$ cat src/logic/tiny86_config.svh
`ifndef TINY86_CONFIG_SVH
`define TINY86_CONFIG_SVH

// memory depth in 16-bit words
`define TINY86_MEM_WORDS 256

// cycles from the first rd or wr to the ready pulse, at least 1
`define TINY86_MEM_WAIT 1

// first fetch address after reset
`define TINY86_RESET_PC 16'h0000

`endif
$ cat src/logic/tiny86_bus_pkg.sv
`default_nettype none

package tiny86_bus_pkg;

    // data word carried on the memory bus
    typedef logic [15:0] word_t;

    // word address, one word per location
    typedef logic [15:0] addr_t;

endpackage

`default_nettype wire

$ cat src/logic/tiny86_isa_pkg.sv
`default_nettype none

package tiny86_isa_pkg;

    // register file index, r7 doubles as program counter
    typedef logic [2:0] reg_idx_t;

    localparam reg_idx_t PC_REG = 3'd7;

    // major opcode in bits 7:4
    typedef logic [3:0] opcode_t;

    localparam opcode_t OP_SYS = 4'h0;
    localparam opcode_t OP_BR  = 4'h1;
    localparam opcode_t OP_JMP = 4'h3;
    localparam opcode_t OP_MOV = 4'h7;
    localparam opcode_t OP_ONE = 4'h8;

    // one-operand sub-ops in bits 11:8
    typedef enum logic [3:0] {
        ALU_INC = 4'd0,
        ALU_DEC = 4'd1,
        ALU_NEG = 4'd2,
        ALU_NOT = 4'd3,
        ALU_SHL = 4'd4,
        ALU_SHR = 4'd5,
        ALU_ROL = 4'd6,
        ALU_ROR = 4'd7
    } alu_op_t;

    // branch conditions, bit 3 of the word negates
    typedef logic [2:0] cond_t;

    localparam cond_t COND_ALWAYS = 3'd0;
    localparam cond_t COND_Z      = 3'd1;
    localparam cond_t COND_N      = 3'd2;
    localparam cond_t COND_C      = 3'd3;

    typedef struct packed {
        logic z;
        logic n;
        logic c;
    } flags_t;

    // system words are matched in full
    localparam tiny86_bus_pkg::word_t SYS_HALT = 16'h0000;
    localparam tiny86_bus_pkg::word_t SYS_NOP  = 16'h0001;

endpackage

`default_nettype wire

$ cat src/logic/tiny86_system.sv
`timescale 1ns/1ps
`default_nettype none

module tiny86_system (
    input  logic                  clk,
    input  logic                  reset,
    input  logic                  load_en,
    input  tiny86_bus_pkg::addr_t load_addr,
    input  tiny86_bus_pkg::word_t load_data,
    output logic                  hlt,
    output logic                  error,
    output logic                  bus_wr,
    output tiny86_bus_pkg::addr_t bus_address,
    output tiny86_bus_pkg::word_t bus_data
);
    tiny86_bus_pkg::addr_t address;
    tiny86_bus_pkg::word_t data_out;
    tiny86_bus_pkg::word_t data_in;
    logic                  rd;
    logic                  wr;
    logic                  ready;

    tiny86_core u_core (
        .clk      (clk),
        .reset    (reset),
        .data_in  (data_in),
        .ready    (ready),
        .address  (address),
        .data_out (data_out),
        .rd       (rd),
        .wr       (wr),
        .hlt      (hlt),
        .error    (error)
    );

    tiny86_memory u_memory (
        .clk       (clk),
        .reset     (reset),
        .address   (address),
        .data_out  (data_out),
        .rd        (rd),
        .wr        (wr),
        .load_en   (load_en),
        .load_addr (load_addr),
        .load_data (load_data),
        .data_in   (data_in),
        .ready     (ready)
    );

    // write side of the bus for observation
    assign bus_wr      = wr;
    assign bus_address = address;
    assign bus_data    = data_out;

endmodule

`default_nettype wire

$ cat src/logic/tiny86_memory.sv
`timescale 1ns/1ps
`default_nettype none

`include "tiny86_config.svh"

module tiny86_memory (
    input  logic                  clk,
    input  logic                  reset,
    input  tiny86_bus_pkg::addr_t address,
    input  tiny86_bus_pkg::word_t data_out,
    input  logic                  rd,
    input  logic                  wr,
    input  logic                  load_en,
    input  tiny86_bus_pkg::addr_t load_addr,
    input  tiny86_bus_pkg::word_t load_data,
    output tiny86_bus_pkg::word_t data_in,
    output logic                  ready
);
    localparam int ADDR_BITS = $clog2(`TINY86_MEM_WORDS);

    tiny86_bus_pkg::word_t mem [0:`TINY86_MEM_WORDS-1];
    logic [7:0]            wait_cnt;
    logic                  access;

    assign access = rd || wr;

    // one-cycle ready pulse after the wait count
    always_ff @(posedge clk) begin
        if (!reset) begin
            ready    <= 1'b0;
            wait_cnt <= 8'd0;
        end else if (ready || !access) begin
            ready    <= 1'b0;
            wait_cnt <= 8'd0;
        end else if (wait_cnt == 8'(`TINY86_MEM_WAIT - 1)) begin
            ready    <= 1'b1;
            wait_cnt <= 8'd0;
        end else begin
            wait_cnt <= wait_cnt + 8'd1;
        end
    end

    // load port only while the core is held in reset
    always_ff @(posedge clk) begin
        if (!reset) begin
            if (load_en) begin
                mem[load_addr[ADDR_BITS-1:0]] <= load_data;
            end
        end else if (ready && wr) begin
            mem[address[ADDR_BITS-1:0]] <= data_out;
        end
    end

    // address is stable during the wait, so this is valid with ready
    always_ff @(posedge clk) begin
        if (rd) begin
            data_in <= mem[address[ADDR_BITS-1:0]];
        end
    end

    a_ready_needs_strobe: assert property (@(posedge clk) disable iff (!reset)
        $rose(ready) |-> $past(access));

endmodule

`default_nettype wire

$ cat src/logic/tiny86_core.sv
`timescale 1ns/1ps
`default_nettype none

`include "tiny86_config.svh"

module tiny86_core (
    input  logic                  clk,
    input  logic                  reset,
    input  tiny86_bus_pkg::word_t data_in,
    input  logic                  ready,
    output tiny86_bus_pkg::addr_t address,
    output tiny86_bus_pkg::word_t data_out,
    output logic                  rd,
    output logic                  wr,
    output logic                  hlt,
    output logic                  error
);
    typedef enum logic [2:0] {
        S_IDLE,
        S_FETCH,
        S_DECODE,
        S_WORD2,
        S_OPER,
        S_STORE,
        S_WB,
        S_STOP
    } stage_t;

    stage_t                   stage;
    tiny86_bus_pkg::word_t    regs [0:7];
    tiny86_bus_pkg::word_t    ir;
    // second word or word read through a pointer
    tiny86_bus_pkg::word_t    operand;
    tiny86_isa_pkg::flags_t   flags;

    tiny86_isa_pkg::opcode_t  opcode;
    tiny86_isa_pkg::cond_t    cond;
    logic                     cond_neg;
    logic [3:0]               value;
    tiny86_isa_pkg::reg_idx_t dest_reg;
    tiny86_isa_pkg::reg_idx_t src_reg;
    logic                     dest_p;
    logic                     src_p;
    logic                     src_imm;
    tiny86_isa_pkg::alu_op_t  alu_op;
    logic                     is_halt;
    logic                     is_nop;
    logic                     is_br;
    logic                     is_jmp;
    logic                     is_mov;
    logic                     is_one;
    logic                     is_err;
    logic                     two_words;

    tiny86_isa_pkg::alu_op_t  alu_sel;
    tiny86_bus_pkg::word_t    src_val;
    tiny86_bus_pkg::word_t    alu_in;
    tiny86_bus_pkg::word_t    alu_result;
    tiny86_isa_pkg::flags_t   alu_flags;
    tiny86_bus_pkg::word_t    br_target;
    logic                     cond_raw;
    logic                     take;

    tiny86_decoder u_decoder (
        .instruction (ir),
        .opcode      (opcode),
        .cond        (cond),
        .cond_neg    (cond_neg),
        .value       (value),
        .dest_reg    (dest_reg),
        .src_reg     (src_reg),
        .dest_p      (dest_p),
        .src_p       (src_p),
        .src_imm     (src_imm),
        .alu_op      (alu_op),
        .is_halt     (is_halt),
        .is_nop      (is_nop),
        .is_br       (is_br),
        .is_jmp      (is_jmp),
        .is_mov      (is_mov),
        .is_one      (is_one),
        .is_err      (is_err),
        .two_words   (two_words)
    );

    // mov is the source plus the adder, so it runs as inc
    assign src_val = (src_imm || src_p) ? operand : regs[src_reg];
    assign alu_sel = is_mov ? tiny86_isa_pkg::ALU_INC : alu_op;
    assign alu_in  = is_mov ? src_val : regs[dest_reg];

    tiny86_alu u_alu (
        .op      (alu_sel),
        .operand (alu_in),
        .value   (value),
        .result  (alu_result),
        .flags   (alu_flags)
    );

    always_comb begin
        case (cond)
            tiny86_isa_pkg::COND_ALWAYS: cond_raw = 1'b1;
            tiny86_isa_pkg::COND_Z:      cond_raw = flags.z;
            tiny86_isa_pkg::COND_N:      cond_raw = flags.n;
            tiny86_isa_pkg::COND_C:      cond_raw = flags.c;
            default:                     cond_raw = 1'b0;
        endcase
    end

    assign take = cond_raw ^ cond_neg;

    // br offset sits in the high byte, pc already past the fetch
    assign br_target = regs[tiny86_isa_pkg::PC_REG] + {{8{ir[15]}}, ir[15:8]};

    // bus outputs follow the stage, so they hold while ready is low
    always_comb begin
        case (stage)
            S_OPER:  address = regs[src_reg];
            S_STORE: address = regs[dest_reg];
            default: address = regs[tiny86_isa_pkg::PC_REG];
        endcase
    end

    assign rd       = stage == S_FETCH || stage == S_WORD2 || stage == S_OPER;
    assign wr       = stage == S_STORE;
    assign data_out = alu_result;

    always_ff @(posedge clk) begin
        if (!reset) begin
            stage <= S_IDLE;
            hlt   <= 1'b0;
            error <= 1'b0;
            flags <= '0;
            regs[tiny86_isa_pkg::PC_REG] <= `TINY86_RESET_PC;
        end else begin
            case (stage)
                S_IDLE: stage <= S_FETCH;
                S_FETCH: begin
                    if (ready) begin
                        ir <= data_in;
                        regs[tiny86_isa_pkg::PC_REG] <= regs[tiny86_isa_pkg::PC_REG] + 16'd1;
                        stage <= S_DECODE;
                    end
                end
                S_DECODE: begin
                    if (is_halt || is_err) begin
                        hlt   <= 1'b1;
                        error <= is_err;
                        stage <= S_STOP;
                    end else if (is_nop) begin
                        stage <= S_FETCH;
                    end else if (two_words) begin
                        stage <= S_WORD2;
                    end else if (is_mov && src_p) begin
                        stage <= S_OPER;
                    end else if (is_mov && dest_p) begin
                        stage <= S_STORE;
                    end else begin
                        stage <= S_WB;
                    end
                end
                S_WORD2: begin
                    if (ready) begin
                        operand <= data_in;
                        regs[tiny86_isa_pkg::PC_REG] <= regs[tiny86_isa_pkg::PC_REG] + 16'd1;
                        stage <= (is_mov && dest_p) ? S_STORE : S_WB;
                    end
                end
                S_OPER: begin
                    if (ready) begin
                        operand <= data_in;
                        stage   <= dest_p ? S_STORE : S_WB;
                    end
                end
                S_STORE: begin
                    if (ready) begin
                        stage <= S_WB;
                    end
                end
                S_WB: begin
                    if ((is_br || is_jmp) && take) begin
                        regs[tiny86_isa_pkg::PC_REG] <= is_br ? br_target : operand;
                    end
                    if (is_one || (is_mov && !dest_p)) begin
                        regs[dest_reg] <= alu_result;
                    end
                    // branches only read the flags
                    if (opcode == tiny86_isa_pkg::OP_MOV || opcode == tiny86_isa_pkg::OP_ONE) begin
                        flags <= alu_flags;
                    end
                    stage <= S_FETCH;
                end
                S_STOP: stage <= S_STOP;
                default: stage <= S_IDLE;
            endcase
        end
    end

    a_rd_wr_exclusive: assert property (@(posedge clk) disable iff (!reset)
        !(rd && wr));

    // a waiting access keeps its address and strobe until ready
    a_addr_hold: assert property (@(posedge clk) disable iff (!reset)
        (rd || wr) && !ready |=> $stable(address) && $stable({rd, wr}));

endmodule

`default_nettype wire

$ cat src/logic/tiny86_alu.sv
`timescale 1ns/1ps
`default_nettype none

module tiny86_alu (
    input  tiny86_isa_pkg::alu_op_t op,
    input  tiny86_bus_pkg::word_t   operand,
    input  logic [3:0]              value,
    output tiny86_bus_pkg::word_t   result,
    output tiny86_isa_pkg::flags_t  flags
);
    logic [16:0] add_w;
    logic [16:0] sub_w;
    logic [16:0] shl_w;
    logic [16:0] shr_w;
    logic [31:0] rol_w;
    logic [31:0] ror_w;
    logic        carry;

    // bit 16 holds carry or borrow
    assign add_w = {1'b0, operand} + {13'd0, value};
    assign sub_w = {1'b0, operand} - {13'd0, value};

    // last bit out ends up in the extra position
    assign shl_w = {1'b0, operand} << value;
    assign shr_w = {operand, 1'b0} >> value;

    // doubled word makes rotates plain shifts
    assign rol_w = {operand, operand} << value;
    assign ror_w = {operand, operand} >> value;

    always_comb begin
        carry  = 1'b0;
        result = operand;
        case (op)
            tiny86_isa_pkg::ALU_INC: {carry, result} = add_w;
            tiny86_isa_pkg::ALU_DEC: {carry, result} = sub_w;
            tiny86_isa_pkg::ALU_NEG: result = ~operand + 16'd1;
            tiny86_isa_pkg::ALU_NOT: result = ~operand;
            tiny86_isa_pkg::ALU_SHL: {carry, result} = shl_w;
            tiny86_isa_pkg::ALU_SHR: {result, carry} = shr_w;
            tiny86_isa_pkg::ALU_ROL: result = rol_w[31:16];
            tiny86_isa_pkg::ALU_ROR: result = ror_w[15:0];
            default: result = operand;
        endcase
    end

    assign flags = '{z: result == 16'd0, n: result[15], c: carry};

endmodule

`default_nettype wire

$ cat src/logic/tiny86_decoder.sv
`timescale 1ns/1ps
`default_nettype none

module tiny86_decoder (
    input  tiny86_bus_pkg::word_t    instruction,
    output tiny86_isa_pkg::opcode_t  opcode,
    output tiny86_isa_pkg::cond_t    cond,
    output logic                     cond_neg,
    output logic [3:0]               value,
    output tiny86_isa_pkg::reg_idx_t dest_reg,
    output tiny86_isa_pkg::reg_idx_t src_reg,
    output logic                     dest_p,
    output logic                     src_p,
    output logic                     src_imm,
    output tiny86_isa_pkg::alu_op_t  alu_op,
    output logic                     is_halt,
    output logic                     is_nop,
    output logic                     is_br,
    output logic                     is_jmp,
    output logic                     is_mov,
    output logic                     is_one,
    output logic                     is_err,
    output logic                     two_words
);
    logic sys_word;
    logic cond_ok;

    // low byte is opcode plus condition or adder
    assign opcode   = instruction[7:4];
    assign cond     = instruction[2:0];
    assign cond_neg = instruction[3];
    assign value    = instruction[3:0];

    // high byte carries the register fields
    assign dest_p   = instruction[15];
    assign dest_reg = instruction[14:12];
    assign src_reg  = instruction[10:8];
    assign src_imm  = instruction[11:8] == 4'b1000;
    // 1xxx with xxx nonzero reads through register xxx
    assign src_p    = instruction[11] && !src_imm;

    // out of range sub-ops are caught by is_one below
    assign alu_op = tiny86_isa_pkg::alu_op_t'(instruction[11:8]);

    assign sys_word = opcode == tiny86_isa_pkg::OP_SYS;
    // only always, z, n and c are defined
    assign cond_ok  = !instruction[2];

    assign is_halt = sys_word && instruction == tiny86_isa_pkg::SYS_HALT;
    assign is_nop  = sys_word && instruction == tiny86_isa_pkg::SYS_NOP;
    assign is_br   = opcode == tiny86_isa_pkg::OP_BR && cond_ok;
    assign is_jmp  = opcode == tiny86_isa_pkg::OP_JMP && cond_ok;
    assign is_mov  = opcode == tiny86_isa_pkg::OP_MOV;

    // bit 15 reserved, sub-op must be one of the eight
    assign is_one = opcode == tiny86_isa_pkg::OP_ONE
                    && !instruction[15]
                    && !instruction[11];

    assign is_err = !(is_halt || is_nop || is_br || is_jmp || is_mov || is_one);

    // jump target or immediate follows in the next word
    assign two_words = is_jmp || (is_mov && src_imm);

endmodule

`default_nettype wire

$ cat config.mk
export PLATFORM = sky130hd
export DESIGN_NAME = tiny86_system
export DESIGN_NICKNAME = d
export VERILOG_FILES = /design/src/logic/tiny86_bus_pkg.sv /design/src/logic/tiny86_isa_pkg.sv /design/src/logic/tiny86_system.sv /design/src/logic/tiny86_memory.sv /design/src/logic/tiny86_core.sv /design/src/logic/tiny86_alu.sv /design/src/logic/tiny86_decoder.sv
export VERILOG_INCLUDE_DIRS = /design/src /design/src/logic
export SDC_FILE = /design/constraint.sdc
export NUM_CORES = 2
export LEC_CHECK = 0
export BUFFER_PORTS_ARGS = -buffer_cell sky130_fd_sc_hd__buf_4
export CORE_MARGIN = 10
export CORE_UTILIZATION = 40
export DETAILED_ROUTE_END_ITERATION = 12
export PLACE_DENSITY_LB_ADDON = 0.2
export SLEW_MARGIN = 20
export SYNTH_ARGS = -nofsm -noshare
export SYNTH_HDL_FRONTEND = slang
export SYNTH_MEMORY_MAX_BITS = 65536
export SYNTH_SLANG_ARGS = --single-unit
$ cat constraint.sdc
create_clock -name clk -period 20 [get_ports clk]
set_input_delay 1 -clock clk [delete_from_list [all_inputs] [get_ports clk]]
set_output_delay 1 -clock clk [all_outputs]
set_load 0.02 [all_outputs]
==> impl_results.md <==
* Worst hold path stage count at 2
* Max stage delay cell, worst path: buf_4
* Worst path required time at 20.66 ns
* Sequential cell area at about 130,000 um^2
* Synth Instances at 8,884
* # DRC at 0
* Rows at 241
* Final setup TNS at 0 ns
* Slew @ Worst Pin at 1.35 ns
* Pre-antenna DRT Iters at 5
* Clock Tree Buf Depth at 4
* Largest family of logic cells by synthesized area: multiplexers
* Worst R2R End: u_memory.data_in[2]
* Worst Hold Margin at around 0.36 ns
* Cell repeated most along the worst path: buf_4
* EDFF count, synth at between 4,000 and 5,000
* Vias in the first global route at 91,400
* Clk Latency, worst-skew pair at between 1 and 1.5 ns
* Final Cycle Share at 47.4%
* Remaining antenna violation count at 0
* Status: finished clean
* Fill count at 36,400
* Layout net count at 9,361
* Post-CTS Setup Inserts at 0
* Slew Limit Fails at 0
* Hold Startpoint: reset
* Number of H-tree levels at 5
* WS Path Type: reg -> reg
* Max cap viols at 0
* Post-Syn Area at ~170,000 um^2
* Max IR drop VDD at 72.2 uV
* Synth Area in XOR/XNOR at 0.248%
* Routed WL at 499,000 um
* Floorplan Core Area at 431,000 um^2
* Compound-cell area share of the yosys netlist at around 3.1%
* Static leakage at 61.8 nW
* Die H at 678 um
* GPL Wtd Cong at 0.919
* Clock-pin slew on the worst setup and hold paths at 0.06 ns
* CTS tree: yes
* Max-slew headroom at 8.87%
* Share of cells above drive strength 1 at 26.1%
* Area grow syn2layout at 13.7%
* Ys flop type: edfxtp_1
* WL/cell at 32.4 um
* Minimum clock period at 9.49 ns
* Synth warnings at 0
* Hpwl dp at roughly 300,000 um
* CTS sink count at 4,295
* CP Launch Type: flop
* Post-synthesis sequential area ratio at 74.3%
* GRT Util Overall at 21.1%
* Netlist cell types at ~120
* Port buffer count at 61
* Endpoints failing setup at 0
* RSZ-0062 raised after global routing: false
* Drt initial violations at 10,400
* Initial antenna violation count at 33
* Simple-Gate Fraction of Synth Area at 4.10%
* Largest net degree at the start of global routing at 185
* CP Capture Type: flop
* Final hold vios at 0
* Hold Path Class: in -> reg
* Fmax achieved at around 110 MHz
* Fin util at between 40% and 50%
* Vias at between 90,000 and 100k
* Crit path DAT at 10.15 ns
* Adder-Cell Fraction of Synth Area at less than 1%
* Die X at approximately 680 um
* Full die area at 460,000 um^2
* Seq cells post-synth at around 4,300
* GRT overflow at 0
* First-pass GRT wire length at 702,000 um
* Cell Pwr Density at 103 nW/um^2
* Post-synthesis mux area share at 16.4%
* Crit-path cells: buf_4 > mux2i_1 > a22oi_1 > and3_1 > a21o_1 > o21ai_2 > inv_8 > buf_12 > buf_4 > buf_4 > buf_4 > buf_4 > mux4_2 > nor2_1 > nor2_1 > o21ai_0 > o22ai_1 > o21ai_0 > nand4_1
* R2r setup slk at 10.51 ns
* Buffer and inverter count on the worst path at 7
* Initial Utilization at between 40% and 50%
* CP delay by family, top: buffers and inverters
* Post-Syn Nets at 8,951
* Multi-input gate area at 42,300 um^2
* Clk_skew at 0.0824 ns
* Async S/R FF share, synth at 0%
* R2R depth at 19
* Crit path max fanout at 119
* Worst hold endpoint: u_core.stage[2]
* Post-CTS sizing at 0
* Clock Tree Root: clkbuf_16
* # hold bufs at CTS at 0
* IO Pins at 70
* Syn Area/Cell at 19.5 um^2
* TritonCTS Buffers at 436
* Vias per cell at 5.92
* Max stage delay on crit path at 0.91 ns
[synth_stat cells, types with 6 or more instances]
| cell | instances | share of area (%) |
|---|---|---|
| a31o_2 | 7 | 0.035 |
| a311oi_1 | 8 | 0.040 |
| mux4_2 | 1198 | 16 |
| a22oi_1 | 19 | 0.082 |
| xor2_1 | 21 | 0.11 |
| a32oi_1 | 8 | 0.040 |
| o31a_1 | 10 | 0.051 |
| o21ai_0 | 276 | 0.80 |
| nand2b_1 | 15 | 0.054 |
| dfxtp_1 | 23 | 0.27 |
| nand3b_1 | 6 | 0.026 |
| a211o_1 | 10 | 0.051 |
| ha_1 | 29 | 0.21 |
| mux2i_1 | 102 | 0.59 |
| a221oi_1 | 10 | 0.051 |
| nor3_1 | 53 | 0.15 |
| a31oi_1 | 16 | 0.058 |
| nor2b_1 | 18 | 0.065 |
| buf_1 | 106 | 0.23 |
| or3_1 | 19 | 0.069 |
| xnor2_1 | 28 | 0.14 |
| a21o_1 | 18 | 0.078 |
| a211oi_1 | 17 | 0.074 |
| inv_1 | 159 | 0.34 |
| mux2_2 | 21 | 0.14 |
| and3_1 | 17 | 0.061 |
| a221o_1 | 8 | 0.046 |
| clkbuf_1 | 334 | 0.72 |
| a22o_1 | 30 | 0.15 |
| o221ai_1 | 18 | 0.091 |
| nand4_1 | 33 | 0.12 |
| o32ai_1 | 9 | 0.046 |
| buf_2 | 77 | 0.22 |
| nor2_1 | 788 | 1.7 |
| o211ai_1 | 13 | 0.056 |
| edfxtp_1 | 4272 | 74 |
| nand3_1 | 178 | 0.51 |
| o21a_1 | 9 | 0.039 |
| buf_6 | 7 | 0.046 |
| nor4_1 | 21 | 0.076 |
| nand2_1 | 465 | 1.0 |
| o22ai_1 | 161 | 0.58 |
| and2_1 | 11 | 0.040 |
| a21oi_1 | 84 | 0.24 |
| o31ai_1 | 17 | 0.074 |
[cells by family after synthesis]
logic type,after synthesis
adders and majority gates,32
buffers and inverters,696
DFF,4295
muxes,1328
xor gates and xnor gates,49
and+or+nand+nor,1667
AOI/OAI and AO/OA,817
[where the power goes]
| part | total [W] | internal [W] | switching, W |
|---|---|---|---|
| Sequential | 0.0100 | 0.00994 | 0.0000571 |
| Combinational | 0.00224 | 0.000837 | 0.00140 |
| Clock | 0.00804 | 0.00458 | 0.00346 |
[metrics by stage]
step                      std cells  instance area, um^2  setup slack [ns]  total power [W]
after floorplan                8884               173000              4.40           0.0116
after global placement        14600               183000             10.51           0.0124
after detailed placement      14600               183000             10.57           0.0124
after CTS                     15400               197000             10.55           0.0204
after global routing          15400               197000             10.19           0.0209
final                         15400               197000             10.51           0.0203
[registers in the layout, summed over array words and instances (netlist names), named ones only]
signal and flops:
u_core.hlt 1, u_core.error 1, u_core.operand 16, u_memory.ready 1
u_core.regs 128, u_core.ir 16, u_memory.mem 4096, u_core.flags 3
u_memory.wait_cnt 8, u_memory.data_in 16, u_core.stage 3
[layout by cell type, fill, tap and decap left out, types with 18 or more instances in the layout]
master         n
buf_4        473
xor2_1        21
or3_1         19
o22ai_1      160
dfxtp_1       21
nor2_1       724
nand4_1       33
nand2_2       19
nor2b_1       18
nor2_2        44
inv_1        158
clkinv_2      80
nor3_1        49
xnor2_1       28
clkbuf_16    441
clkbuf_1      84
mux2i_1      101
clkinv_1      98
a21o_1        18
ha_1          29
nand2_1      435
a22oi_1       19
a21oi_1       82
bufinv_16     41
o221ai_1      18
a22o_1        30
nand3_1      177
mux2_2        21
nor2_4        22
clkinvlp_4    22
o21ai_0      263
edfxtp_1    4272
mux4_2      1198
[worst max path at each step]
| stage | from | end | slack [ns] | cells past startpoint |
|---|---|---|---|---|
| 2_1_floorplan | flop | u_memory.mem[0][11] | 4.40 | 20 |
| 3_3_place_gp | flop | u_memory.data_in[11] | 10.51 | 18 |
| 3_5_place_dp | flop | u_memory.data_in[11] | 10.57 | 18 |
| 4_1_cts | flop | u_memory.data_in[11] | 10.55 | 18 |
| 5_1_grt | flop | u_memory.data_in[2] | 10.19 | 19 |
| 6_report | flop | u_memory.data_in[2] | 10.51 | 19 |
[layer usage]
layer  share of wire [%]  GRT usage, %
met1                  42          29.8
met2                  47          33.2
met3                 7.4          3.71
met4                 4.0          7.25
met5               0.038             0
[final cells by class]
class / count / area share [%]
Tap cell: 5710 / 3.63
Multi-Input combinational cell: 3893 / 21.5
Timing Repair Buffer: 502 / 2.09
Clock inverter: 272 / 1.37
Clock buffer: 525 / 5.76
Sequential cell: 4295 / 65.3
Antenna cell: 15 / 0.0191
Inverter: 166 / 0.324
Power figures use the tool's default switching activity.
